<file path="src/logic/rom_load_pkg.sv">
/*
 * ROM loader shared types
 * Widths, request structs and PROM count used across the loader
 */
`default_nettype none

package rom_load_pkg;

    localparam int PROM_COUNT = 14; // Lookup PROMs on the board

    typedef logic [21:0] ioctl_addr_t; // Host byte address
    typedef logic [7:0]  byte_t;
    typedef logic [15:0] rom_word_t;   // Shared memory word
    typedef logic [1:0]  byte_mask_t;  // Active low, bit 0 is low byte
    typedef logic [3:0]  prom_sel_t;   // PROM index 0..13
    typedef logic [PROM_COUNT-1:0] prom_we_t; // One strobe per PROM

    // Program ROM write from the decoder
    typedef struct packed {
        ioctl_addr_t addr; // Word address
        byte_t       data; // Goes on both lanes
        byte_mask_t  mask;
        logic        we;
    } prog_req_t;

    // PROM write, one-hot strobe
    typedef struct packed {
        prom_we_t we;
        byte_t    addr; // Entry within the PROM
        byte_t    data;
    } prom_wr_t;

endpackage

`default_nettype wire

</file>
<file path="src/logic/download_decoder.sv">
/*
 * Download decoder
 * Sorts host bytes into program ROM writes or one-hot PROM strobes
 */
`default_nettype none

module download_decoder import rom_load_pkg::*; #(
    parameter int unsigned PROM_BASE = 32768
) (
    input  wire logic        clk_rgb,
    input  wire logic        arst_n,
    input  wire logic        downloading,
    input  wire ioctl_addr_t ioctl_addr,
    input  wire byte_t       ioctl_data,
    input  wire logic        ioctl_wr,
    output prog_req_t        prog_req,
    output prom_wr_t         prom_wr
);

    logic        accept;   // Byte taken this cycle
    logic        is_prog;  // Below the PROM boundary
    logic        prom_hit; // Falls in a PROM region
    prom_sel_t   prom_idx;

    logic        prog_we_q;
    ioctl_addr_t prog_addr_q;
    byte_mask_t  prog_mask_q;
    byte_t       data_q;   // Shared by both outputs
    prom_we_t    prom_we_q;
    byte_t       prom_addr_q;

    assign accept  = downloading && ioctl_wr; // Drop bytes outside a download
    assign is_prog = ioctl_addr < ioctl_addr_t'(PROM_BASE);

    // PROM region decode
    always_comb begin
        prom_hit = 1'b0;
        prom_idx = '0;
        if (!is_prog) begin
            if (!ioctl_addr[16]) begin
                prom_hit = 1'b1;
                prom_idx = 4'd6 + {1'b0, ioctl_addr[15:13]}; // PROMs 6..13
            end else if (ioctl_addr[12:11] == 2'b01) begin
                prom_hit = 1'b1;
                prom_idx = 4'd5; // Character table
            end else if (ioctl_addr[12]) begin
                prom_hit = 1'b1;
                case (ioctl_addr[9:8])
                    2'd0: prom_idx = 4'd0; // Timing
                    2'd1: prom_idx = 4'd1; // Object palette
                    2'd2: prom_idx = 4'd2; // Object palette
                    default: prom_idx = ioctl_addr[5] ? 4'd4 : 4'd3;
                endcase
            end
            // Anything else falls through and is discarded
        end
    end

    // Strobes, cleared on reset
    always_ff @(posedge clk_rgb or negedge arst_n) begin
        if (!arst_n) begin
            prog_we_q <= 1'b0;
            prom_we_q <= '0;
        end else begin
            prog_we_q <= accept && is_prog;  // One-cycle pulse
            prom_we_q <= (accept && prom_hit) ? prom_we_t'(1) << prom_idx : '0;
        end
    end

    // Payload follows each accepted byte
    always_ff @(posedge clk_rgb) begin
        if (accept) begin
            prog_addr_q <= ioctl_addr >> 1;                  // Byte to word
            prog_mask_q <= {~ioctl_addr[0], ioctl_addr[0]};  // Even enables low lane
            data_q      <= ioctl_data;
            prom_addr_q <= ioctl_addr[7:0];                  // PROM entry
        end
    end

    assign prog_req = '{addr: prog_addr_q, data: data_q, mask: prog_mask_q, we: prog_we_q};
    assign prom_wr  = '{we: prom_we_q, addr: prom_addr_q, data: data_q};

endmodule

`default_nettype wire

</file>
<file path="config.mk">
export PLATFORM = sky130hd
export DESIGN_NAME = download_decoder
export DESIGN_NICKNAME = d
export VERILOG_FILES = /design/src/logic/rom_load_pkg.sv /design/src/logic/download_decoder.sv
export SDC_FILE = /design/constraint.sdc
export NUM_CORES = 1
export LEC_CHECK = 0
export BUFFER_PORTS_ARGS = -buffer_cell sky130_fd_sc_hd__buf_4
export CAP_MARGIN = 15
export CORE_MARGIN = 5
export CORE_UTILIZATION = 43
export DETAILED_ROUTE_END_ITERATION = 16
export GPL_ROUTABILITY_DRIVEN = 0
export GPL_TIMING_DRIVEN = 0
export PLACE_DENSITY = 0.78
export RECOVER_POWER = 100
export REMOVE_ABC_BUFFERS = 1
export SKIP_LAST_GASP = 1
export SYNTH_ARGS = -nofsm -noshare
export SYNTH_HDL_FRONTEND = slang
export SYNTH_SLANG_ARGS = --single-unit
</file>
<file path="constraint.sdc">
create_clock -name clk_rgb -period 0.9 [get_ports clk_rgb]
set_clock_uncertainty 0.1 [all_clocks]
set_input_delay 0.18 -clock clk_rgb [delete_from_list [all_inputs] [get_ports clk_rgb]]
set_output_delay 0.18 -clock clk_rgb [all_outputs]
set_load 0.02 [all_outputs]
</file>
==> Flow_metrics.wiki <==
{| class="wikitable"
! Metric !! Value
|-
| Post-DR vias/cell || 4.92
|-
| Data required time at the worst endpoint || 0.62 ns
|-
| Capturing element type of the critical path || primary output
|-
| Maximum buffer depth of the clock tree || 2
|-
| Number of buffers created by CTS || 5
|-
| Outcome || finished, violations left
|-
| Cell family with most CP delay || flip-flops
|-
| Final number of max-transition violations || 0
|-
| Layout cells sized above 1 || 61.9%
|-
| FMAX || 814 MHz
|-
| TritonCTS clock tree || built
|-
| Overall die area || 5460 µm²
|-
| Class of the tightest hold or removal check || input pin to register
|-
| Relative contribution of combinational cells to total power || 20.3%
|-
| Kind of critical path || register to primary output
|-
| Total via count in the routed design || 1383
|-
| DR iter-0 viols || 42
|-
| Setup total negative slack || -22.72 ns
|-
| Standard cell core area || 3970 µm²
|-
| Number of cells produced by synthesis || 108
|-
| Diodes inserted || 0
|-
| Global-route congestion overflow total || 0
|-
| Startpoint of the worst hold path || ioctl_addr[12]
|-
| Number of antenna violations at the first check in global routing || 0
|-
| Effective utilization at floorplan || 44.2%
|-
| Total power divided by cell area || 1630 nW/µm²
|-
| Number of warnings printed during yosys synthesis || 0
|-
| Number of fill cells in the layout || 196
|-
| Proportion of synthesized chip area in sequential cells || 74.5%
|-
| Top cells by area, synth || sky130_fd_sc_hd__edfxtp_1, sky130_fd_sc_hd__dfrtp_1, sky130_fd_sc_hd__buf_4
|-
| Y dimension of the die || 73.9 µm
|-
| Critical path launch point type || register
|-
| Leading register cell type out of synthesis || sky130_fd_sc_hd__edfxtp_1
|-
| Post-detailed-route count of antenna-violating nets || 0
|-
| Mean routed wirelength per cell || 21.3 µm
|-
| Internal power || 0.00405 W
|-
| Global-route wire length before repair || 8290 µm
|-
| Net load switching power || 0.00130 W
|-
| Cell area after synthesis || 1750 µm²
|-
| Routed WL || 5980 µm
|-
| Pin count of the biggest net entering global routing || 18
|-
| Setup repair after global routing missed its margin || true
|-
| Count of unique library cells instantiated by Yosys || 27
|-
| Number of global-route vias before repair || 1508
|-
| Die W || 73.9 µm
|-
| Clock Root Buffer || sky130_fd_sc_hd__clkbuf_8
|-
| Min-Delay Endpoint || prog_addr_q[11]
|-
| Number of non-filler instances in the completed layout || 281
|-
| DRC violation count after routing || 0
|-
| Final-report hold violation count || 0
|-
| Peak supply drop || 1.04 mV
|-
| Layout Area Growth over Synthesis || 86.6%
|-
| Cell taking the most area after synthesis || sky130_fd_sc_hd__edfxtp_1
|-
| Switching share of power || 24.3%
|-
| Fin worst setup slack || -0.328 ns
|-
| Worst Path Max Fanout || 2
|-
| Critical Path Slowest Stage Cell || sky130_fd_sc_hd__edfxtp_1
|-
| Cell Chain, Critical Path || buf_6
|-
| Final core utilization || 82.4%
|-
| Seq. cell area || 1310 µm²
|-
| Total number of nets in the final design || 265
|-
| Area taken by multi-input logic gates || 412 µm²
|-
| I/O Buffers || 95
|-
| Ports || 97
|-
| GRT Total Usage || 21.4%
|-
| CP Buf/Inv Count || 1
|-
| Crit-path max cell delay || 0.47 ns
|-
| Synthesized area per cell || 16.2 µm²
|-
| Worst-path clk slew || 0.08 ns
|-
| Final period demand of the worst path || 1.23 ns
|-
| Total of endpoints with negative setup slack in the final report || 111
|-
| Placed Instances || 235
|-
| Sink count of the clock tree || 46
|-
| Number of maximum-capacitance violations || 0
|-
| Violations in the final reports || setup timing
|-
| Iteration count of the initial detailed-routing pass || 4
|-
| Proportion of register bits with asynchronous set or reset after synthesis || 32.6%
|-
| Number of enable-type register cells in the synthesized netlist || 31
|-
| Yosys reg bits || 46
|-
| HPWL reported at the end of detailed placement || 3380 µm
|-
| Leakage power || 1.46 nW
|-
| Worst Hold Depth || 1
|-
| Area fraction of the dominant cell type after synthesis || 53.1%
|-
| Clock group share of total power || 33.7%
|-
| Standard-cell rows || 23
|-
| Launch point of the critical path || prom_addr_q[5]
|-
| Sequential share of power || 46.0%
|-
| Final critical-path share of the clock period || 136%
|-
| Number of levels in the clock H-tree || 2
|-
| WP data arrival || 0.95 ns
|}
==> cells in the final DEF (no fill, tap or decap), types with 2 or more instances in the layout <==
master / n
sky130_fd_sc_hd__nor2_1: 3
sky130_fd_sc_hd__buf_6: 63
sky130_fd_sc_hd__edfxtp_1: 31
sky130_fd_sc_hd__bufinv_16: 2
sky130_fd_sc_hd__nor3_2: 12
sky130_fd_sc_hd__inv_4: 2
sky130_fd_sc_hd__nand3_1: 2
sky130_fd_sc_hd__clkbuf_8: 5
sky130_fd_sc_hd__dlygate4sd3_1: 18
sky130_fd_sc_hd__clkbuf_4: 15
sky130_fd_sc_hd__buf_4: 20
sky130_fd_sc_hd__buf_8: 3
sky130_fd_sc_hd__clkdlybuf4s25_1: 3
sky130_fd_sc_hd__dfrtp_1: 15
sky130_fd_sc_hd__nor3_4: 2
sky130_fd_sc_hd__clkbuf_2: 3
sky130_fd_sc_hd__dlymetal6s4s_1: 7
==> metrics by stage <==
step / setup slack [ns] / hold slack [ns] / total power [W] / instance area, µm²
floorplan: -0.959 / -0.216 / 0.00278 / 1610
global placement: -1.34 / -0.0659 / 0.00318 / 2380
detailed placement: -1.05 / -0.0603 / 0.00321 / 2400
CTS: -0.297 / -0.000832 / 0.00532 / 3240
global route: -0.350 / 0.0106 / 0.00551 / 3270
finish: -0.328 / 0.0203 / 0.00535 / 3270
==> final cells by class <==
type	instances	area share, %
multi-input cells	40	12.6
clock inverters	3	2.10
repair buffers	134	40.9
flip-flops and latches	46	39.9
inverters	3	0.497
well taps	50	1.91
clock buffers	5	2.10
==> synth_stat cells, types with 2 or more instances <==
cell type                   n
sky130_fd_sc_hd__edfxtp_1  31
sky130_fd_sc_hd__buf_4     18
sky130_fd_sc_hd__dfrtp_1   15
sky130_fd_sc_hd__nor3_1    14
sky130_fd_sc_hd__inv_1      3
sky130_fd_sc_hd__nand3_1    3
sky130_fd_sc_hd__nor2_1     3
sky130_fd_sc_hd__nand2_1    2
==> repair_timing <==
action	CTS	global route
hold buffers	28	0
setup buffers	9	1
endpoints found under the setup margin	108	87
pin swaps	9	7
resized for setup	90	17
hold endpoints to repair	43	0
cloned	0	0
==> registers in the layout (all words and copies together) (netlist names) <==
register / cells
prog_addr_q: 15
prom_we_q: 14
data_q: 8
prom_addr_q: 6
prog_mask_q: 2
prog_we_q: 1
==> worst max-delay path by stage <==
stage,end,depth (start not counted)
after floorplan,prom_we_q[12],4
after global placement,prom_we_q[12],5
after detailed placement,prom_we_q[9],5
after CTS,prog_req[3],1
after global routing,prom_wr[7],1
final,prom_wr[13],1
==> metal layers <==
layer,wire length [µm],track usage (%),vias up
met5,0,0,-
met4,106,5.43,0
met3,611,8.07,10
met2,3150,38.8,83
met1,2100,23.3,677
li1,-,-,613
==> power by group through the flow <==
stage	registers [W]	clock network, W	logic [W]
finish	0.00246	0.00180	0.00109
detailed placement	0.00247	0	0.000747
floorplan	0.00266	0	0.000119
CTS	0.00245	0.00183	0.00104
global route	0.00247	0.00190	0.00114
global placement	0.00246	0	0.000721
==> kinds of logic (layout without fill, tap and decap cells) <==
group	after synthesis	in the layout	synth area share [%]
flops	46	46	74.5
fa+ha+maj	1	1	0.713
buf+inv	22	145	8.99
mux	2	2	1.21
simple gates	30	30	10.8
other cells	1	1	0.214
compound gates	6	6	3.64
No activity file was read; power rests on OpenSTA's default activity.
