==> src/logic/rom_load_pkg.sv <==
/*
 * ROM loader shared types
 * Widths, request structs and PROM count used across the loader
 */
`default_nettype none

package rom_load_pkg;

    localparam int PROM_COUNT = 14; // Lookup PROMs on the board

    typedef logic [21:0] ioctl_addr_t; // Host byte address
    typedef logic [7:0]  byte_t;
    typedef logic [15:0] rom_word_t;   // Shared memory word
    typedef logic [1:0]  byte_mask_t;  // Active low, bit 0 is low byte
    typedef logic [3:0]  prom_sel_t;   // PROM index 0..13
    typedef logic [PROM_COUNT-1:0] prom_we_t; // One strobe per PROM

    // Program ROM write from the decoder
    typedef struct packed {
        ioctl_addr_t addr; // Word address
        byte_t       data; // Goes on both lanes
        byte_mask_t  mask;
        logic        we;
    } prog_req_t;

    // PROM write, one-hot strobe
    typedef struct packed {
        prom_we_t we;
        byte_t    addr; // Entry within the PROM
        byte_t    data;
    } prom_wr_t;

endpackage

`default_nettype wire

==> src/logic/rom_arbiter.sv <==
/*
 * Shared ROM arbiter
 * Loader writes always win; one CPU read is held until a free cycle
 */
`default_nettype none

module rom_arbiter import rom_load_pkg::*; #(
    parameter int ROM_AW = 14
) (
    input  wire logic              clk_rgb,
    input  wire logic              arst_n,
    input  wire prog_req_t         prog_req,
    input  wire logic              cpu_rd,
    input  wire logic [ROM_AW-1:0] cpu_addr,
    output rom_word_t              cpu_data,
    output logic                   cpu_valid,
    output logic                   mem_we,
    output logic [ROM_AW-1:0]      mem_addr,
    output rom_word_t              mem_wdata,
    output byte_mask_t             mem_mask,
    input  wire rom_word_t         mem_rdata
);

    typedef enum logic [1:0] {
        ST_IDLE,
        ST_PENDING, // Read parked behind a write
        ST_RETURN   // Read data arriving from memory
    } arb_state_t;

    arb_state_t        state;
    arb_state_t        state_nxt;
    logic [ROM_AW-1:0] pend_addr; // Parked read address

    // Memory port mux
    assign mem_we    = prog_req.we;
    assign mem_wdata = {prog_req.data, prog_req.data}; // Byte on both lanes
    assign mem_mask  = prog_req.we ? prog_req.mask : 2'b11;

    always_comb begin
        if (prog_req.we)
            mem_addr = prog_req.addr[ROM_AW-1:0];
        else if (state == ST_PENDING)
            mem_addr = pend_addr;
        else
            mem_addr = cpu_addr; // Read presented at once
    end

    always_comb begin
        state_nxt = state;
        case (state)
            ST_IDLE:    if (cpu_rd) state_nxt = prog_req.we ? ST_PENDING : ST_RETURN;
            ST_PENDING: if (!prog_req.we) state_nxt = ST_RETURN;
            ST_RETURN:  state_nxt = ST_IDLE;
            default:    state_nxt = ST_IDLE;
        endcase
    end

    always_ff @(posedge clk_rgb or negedge arst_n) begin
        if (!arst_n) begin
            state     <= ST_IDLE;
            cpu_valid <= 1'b0;
        end else begin
            state     <= state_nxt;
            cpu_valid <= state == ST_RETURN; // Two cycles after an unblocked read
        end
    end

    always_ff @(posedge clk_rgb) begin
        if (state == ST_IDLE && cpu_rd)
            pend_addr <= cpu_addr;
        if (state == ST_RETURN)
            cpu_data <= mem_rdata;
    end

endmodule

`default_nettype wire

==> config.mk <==
export PLATFORM = sky130hd
export DESIGN_NAME = rom_arbiter
export DESIGN_NICKNAME = d
export VERILOG_FILES = /design/src/logic/rom_load_pkg.sv /design/src/logic/rom_arbiter.sv
export SDC_FILE = /design/constraint.sdc
export NUM_CORES = 1
export LEC_CHECK = 0
export CELL_PAD_IN_SITES_DETAIL_PLACEMENT = 1
export CELL_PAD_IN_SITES_GLOBAL_PLACEMENT = 2
export CORE_MARGIN = 2
export CORE_UTILIZATION = 38
export CTS_CLUSTER_DIAMETER = 80
export DETAILED_ROUTE_END_ITERATION = 6
export DONT_BUFFER_PORTS = 1
export GPL_TIMING_DRIVEN = 0
export PLACE_DENSITY = 0.84
export SLEW_MARGIN = 20
export SYNTH_ARGS = -nofsm -noshare
export SYNTH_HDL_FRONTEND = slang
export SYNTH_SLANG_ARGS = --single-unit
export TNS_END_PERCENT = 50
==> constraint.sdc <==
create_clock -name clk_rgb -period 3.8 [get_ports clk_rgb]
set_clock_uncertainty 0.05 [all_clocks]
set_input_delay 0.76 -clock clk_rgb [delete_from_list [all_inputs] [get_ports clk_rgb]]
set_output_delay 0.76 -clock clk_rgb [all_outputs]
set_load 0.01 [all_outputs]
==> results of run 1 <==
## routing by layer
metal	share of wire, %	track usage, %
met1	36	17.1
met2	52	25.4
met3	9.7	6.35
met4	1.5	5.77
met5	0	0
## logic make-up after synthesis
group | Yosys count | synth area share [%]
flops | 33 | 58.3
buf+inv | 40 | 14.9
simple gates | 35 | 15.4
compound gates | 15 | 11.4
## state kept, by name, summed over array words and instances (netlist names)
signal	count
cpu_data	16
cpu_valid	1
pend_addr	14
state	2
## where the power goes
group	internal [W]	switching [W]
Sequential	0.000424	0.0000154
Clock	0.000214	0.000118
Combinational	0.0000450	0.0000610
## cells in the final DEF (no fill, tap or decap)
master / count
inv_1: 15
buf_6: 4
o21bai_1: 1
nor2_1: 2
nor2b_2: 1
buf_2: 4
clkbuf_1: 1
edfxtp_1: 30
nand2_1: 14
nor3b_2: 1
nand4bb_1: 12
buf_4: 18
o311ai_1: 6
or4bb_1: 2
bufinv_16: 1
o311ai_2: 8
dfrtp_1: 3
nor2b_4: 1
nand2b_1: 2
clkbuf_8: 6
## worst max-delay path, cell delays in order
cell	delay, ps
buf_6	110
buf_2	210
o311ai_1	510
## worst paths after layout
kind | start | end | cells past startpoint
min in group clk_rgb | cpu_addr[5] | pend_addr[5]$_DFFE_PP_ | 0
hold / removal | arst_n | state[0]$_DFFE_PN0P_ | 0
hold reg to reg | state[0]$_DFFE_PN0P_ | state[0]$_DFFE_PN0P_ | 3
max in group asynchronous | arst_n | cpu_valid$_DFF_PN0_ | 0
setup reg to reg | state[1]$_DFFE_PN0P_ | pend_addr[3]$_DFFE_PP_ | 3
setup / recovery | prog_req[0] | mem_addr[3] | 3
## per-stage QoR
step	util (%)	cells
finish	43.5	184
CTS	43.5	184
global placement	40.5	175
detailed placement	40.8	176
floorplan	-	123
global route	43.5	184
## final cells by class
cell class / instances / area, µm²
Inverter: 15 / 56.3
Sequential cell: 33 / 976
Multi-Input combinational cell: 50 / 455
Timing Repair Buffer: 1 / 7.51
Clock buffer: 7 / 86.3
Buffer: 25 / 193
Clock inverter: 1 / 30.0
Tap cell: 52 / 65.1
Fill cell: 443 / 2420
==> metrics.yaml, run 1 <==
drt-total-wl_um: 3630
cap_viol_max_count: 0
synth_cells: 123
drtIter0Drc: 68
synthTopCellsByCount: "30 x edfxtp_1, 17 x buf_4, 15 x inv_1"
cts_hold_buf: 0
power.total_w: 0.000876
synth_most_common_cell: "edfxtp_1"
power.density_nw_per_um2: 469
synth_cell_types: 17
criticalPathCategory: "primary input to output pin"
fp.dieArea_um2: 4950
post_cts_resized: 0
min_period_ps: 2410
ys_warn_count: 0
worstSetupStartpointType: "primary input"
syn_area_per_cell_um2: 13.6
grt_pass1_wl_um: 5590
cts_num_sinks: 33
final_area_um2: 1870
r2r_setup_slack_ps: 1790
route.detailed.drc: 0
clockBufferDepth: 2
first_pass_iters: 4
setup_viol_count_final: 0
floorplan.io_pins: 116
first_global_vias: 1018
drv_slew: 0
diodes: 0
dp.final_hpwl_um: 2770
area.growth.synth_to_final_pct: 11.7
antenna_found_initial: 0
grt_usage_pct: 15.2
fin_setup_tns_ps: 0
fin_ws_ps: 1390
viasPerCell: 5.48
dpl-instance-area_um2: 1750
cts_made_buffers: 5
wl_per_cell_um: 19.7
syn_nets: 189
outcome: "finished clean"
nets: 197
drive_gt1_share_pct: 33.3
vias: 1008
synth_seq_cells: 33
holdWs_ps: 122
yosysTopAreaCellShare_pct: 53.9
vdd_drop_max_mv: 0.166
port_buffers: 0
async_flop_share_pct: 9.09
htreeDepth: 2
ant_nets: 0
cp.required_ps: 2990
synth_top_area_cell: "edfxtp_1"
cts_setup_buffers: 0
cts_root_buf: "clkbuf_8"
final.period_utilization_pct: 63.3
fmax_ghz: 0.416
rows: 24
grt-ovfl-total: 0
cp.arrival_ps: 1600
seq_area_frac_synth_pct: 58.3
start_util_pct: 39.0
netlist_area_um2: 1670
synth_ff_type: "edfxtp_1"
cts_tree: "done"
core_area_um2: 4290
power.leakage_nw: 0.707
place_congestion: 0.709
insertion_delay_ps: 280
rsz0062_at_grt: "no"
path_max_fanout: 10
critPathCaptureType: "output pin"
die_h_um: 70.4
dieWidth_um: 70.4
hp-class: "primary input to async pin"
dp_slack_ps: 1380
relSlewSlack_pct: 49.2
tightestPinTransition_ps: 759
clk_pin_slew_ps: 60
grt_max_degree: 18
synth_edf_count: 30
synthTopCellsByArea: "edfxtp_1 54%, nand4bb_1 8.1%, o311ai_2 7.8%"
final-hold-violation-count: 0
Power figures use the tool's default switching activity.
==> inputs of run 2 (changes only) <==
--- a/config.mk
+++ b/config.mk
@@ -8,12 +8,12 @@
 export CELL_PAD_IN_SITES_DETAIL_PLACEMENT = 1
 export CELL_PAD_IN_SITES_GLOBAL_PLACEMENT = 2
 export CORE_MARGIN = 2
-export CORE_UTILIZATION = 38
+export CORE_UTILIZATION = 32
 export CTS_CLUSTER_DIAMETER = 80
 export DETAILED_ROUTE_END_ITERATION = 6
 export DONT_BUFFER_PORTS = 1
 export GPL_TIMING_DRIVEN = 0
-export PLACE_DENSITY = 0.84
+export PLACE_DENSITY = 0.76
 export SLEW_MARGIN = 20
 export SYNTH_ARGS = -nofsm -noshare
 export SYNTH_HDL_FRONTEND = slang
==> constraint.sdc (replaced) <==
create_clock -name clk_rgb -period 2.1 [get_ports clk_rgb]
set_clock_uncertainty 0.05 [all_clocks]
set_input_delay 0.42 -clock clk_rgb [delete_from_list [all_inputs] [get_ports clk_rgb]]
set_output_delay 0.42 -clock clk_rgb [all_outputs]
set_load 0.01 [all_outputs]
==> run 2 against run 1 <==
- utilization shrank 6.3 points
- largest cell class unchanged
- die area grew 18%
- register-to-register slack got worse by 1600 ps
==> metrics.yaml, run 2 (same netlist as run 1, synthesis figures left out) <==
outcome: "finished clean"
hp-start: "cpu_addr[8]"
nets: 197  # unchanged
route.detailed.drc: 0  # unchanged
r2r_setup_slack_ps: 220  # -1570 ps
top_regs: "cpu_data: 16 flops, pend_addr: 14 flops, state: 2 flops"
dp.cells: 193  # +9.7%
p_int_w: 0.00120  # +76%
min_path_cells: 0
htreeDepth: 2  # unchanged
slowest_delay_ps: 480  # -30 ps
fill_cells: 544  # +23%
drtIter0Drc: 28  # -59%
path_max_fanout: 10  # unchanged
reg2reg_depth: 2  # -1
area.growth.synth_to_final_pct: 13.0
criticalPathCategory: "register to output pin"
fmax_ghz: 0.501
rsz0062_at_grt: "no"
antenna_found_initial: 0  # unchanged
crit_chain: "nor2b_4, buf_6, o311ai_1"
dp.final_hpwl_um: 3050  # +10%
grt_max_degree: 18  # unchanged
first_global_vias: 1153  # +13%
wl_per_cell_um: 19.6  # -0.27%
pwr-share-seq_pct: 50.6  # +0.5 points
final_area_um2: 1890  # +1.1%
top_register: "cpu_data"
cp.required_ps: 1630  # -1360 ps
p_comb_share_pct: 12.5  # +0.4 points
vias: 1045  # +3.7%
whs_endpoint: "pend_addr[8]$_DFFE_PP_"
ant_nets: 0  # unchanged
netSwitchingPower_w: 0.000370  # +90%
start_util_pct: 33.0  # -6.0 points
diodes: 0  # unchanged
fp.dieArea_um2: 5820  # +18%
final.period_utilization_pct: 95.0
grt-ovfl-total: 0  # unchanged
dieWidth_um: 76.3  # +8.5%
hp-class: "primary input to register"
place_congestion: 0.681  # -3.9%
dpl-instance-area_um2: 1770  # +0.86%
cp.arrival_ps: 1520  # -80 ps
first_pass_iters: 4  # unchanged
min_period_ps: 1990
drive_gt1_share_pct: 31.8  # -1.5 points
crit_slowest_cell: "dfrtp_1"
worstSetupStartpointType: "register"
p_sw_share_pct: 23.6  # +1.4 points
layout_commonest_cell: "edfxtp_1"
floorplan.io_pins: 116  # unchanged
cts_made_buffers: 5  # unchanged
grt_pass1_wl_um: 6270  # +12%
critPathCaptureType: "output pin"
drt-total-wl_um: 3970  # +9.5%
utilization_pct: 37.3  # -6.3 points
r2r-start: "state[1]$_DFFE_PN0P_"
relSlewSlack_pct: 48.0  # -1.2 points
rows: 26  # +8.3%
viasPerCell: 5.17  # -5.6%
die_h_um: 76.3  # +8.5%
fin_ws_ps: 105  # -1290 ps
fin_cells: 202  # +9.8%
grt_usage_pct: 14.0  # -1.2 points
cts_root_buf: "clkbuf_8"
drv_slew: 0  # unchanged
power.density_nw_per_um2: 829  # +77%
regToRegEndpoint: "cpu_data[9]$_DFFE_PP_"
final_cell_mix: "30 x edfxtp_1, 17 x buf_4, 15 x inv_1"
cap_viol_max_count: 0  # unchanged
core_area_um2: 5070  # +18%
setup_viol_count_final: 0  # unchanged
power.leakage_nw: 0.702  # -0.76%
tightestPinTransition_ps: 779  # +20.8 ps
dp_slack_ps: -29.1  # -1410 ps
largest_register_ffs: 16  # unchanged
clockBufferDepth: 2  # unchanged
vdd_drop_max_mv: 0.301  # +81%
p_clk_share_pct: 36.9  # -0.9 points
final-hold-violation-count: 0  # unchanged
clk_pin_slew_ps: 70  # about the same
insertion_delay_ps: 280  # about the same
cts_tree: "done"
port_buffers: 0  # unchanged
cts_setup_buffers: 0  # unchanged
cts_num_sinks: 33  # unchanged
## run 2: changes by cell type in the layout (fill, tap and decap cells not counted)
cell	delta
nor3b_2	-1
clkinv_1	+1
clkbuf_8	-1
buf_4	-1
dlygate4sd3_1	+1
nor3b_4	+1
## run 2: critical path, delay by kind of cell, from the launching register on
family,cells,cell delay [ps]
simple gates,1,190
flops,1,480
buf+inv,1,170
compound gates,1,410
## run 2: final cells by class
cell class,count,area (µm²),area share (%)
inverters,15,56.3,2.98
well taps,70,87.6,4.63
multi-input cells,50,462,24.4
plain buffers,25,193,10.2
repair buffers,1,10.0,0.529
flip-flops and latches,33,976,51.6
clock inverters,2,33.8,1.79
clock buffers,6,72.6,3.84
## run 2: timing repair
action | in CTS | in global routing
resized for setup | 1 | 0
hold endpoints to repair | 3 | 0
endpoints found under the setup margin | 14 | 0
hold buffers | 1 | 0
## run 2: how the worst max path moves through the flow
stage               cells past startpoint                      to                 start
floorplan                               2   cpu_data[0]$_DFFE_PP_  state[1]$_DFFE_PN0P_
global placement                        2   cpu_data[9]$_DFFE_PP_  state[1]$_DFFE_PN0P_
detailed placement                      2  pend_addr[4]$_DFFE_PP_  state[1]$_DFFE_PN0P_
CTS                                     3             mem_addr[3]  state[0]$_DFFE_PN0P_
global route                            3             mem_addr[4]  state[0]$_DFFE_PN0P_
finish                                  3             mem_addr[3]  state[0]$_DFFE_PN0P_
## run 2: metrics by stage
stage | hold WS (ps) | power (W) | setup TNS, ps
after CTS | 168 | 0.00159 | 0
after floorplan | 74.4 | 0.000962 | 0
after detailed placement | 74.5 | 0.00100 | -402
final | 174 | 0.00157 | 0
after global placement | 74.5 | 0.000992 | -1440
after global routing | 160 | 0.00164 | 0
## run 2: power groups by stage
stage / logic [W] / registers, W / clock network [W]
final: 0.000196 / 0.000793 / 0.000579
after CTS: 0.000200 / 0.000793 / 0.000598
after detailed placement: 0.000195 / 0.000808 / 0
after global routing: 0.000214 / 0.000796 / 0.000627
after floorplan: 0.000161 / 0.000801 / 0
after global placement: 0.000186 / 0.000806 / 0
## run 2: layer usage
metal | wire, µm | global-route usage (%)
met3 | 413 | 6.04
met2 | 2080 | 25.0
met4 | 42 | 5.27
met1 | 1430 | 14.5
met5 | 0 | 0
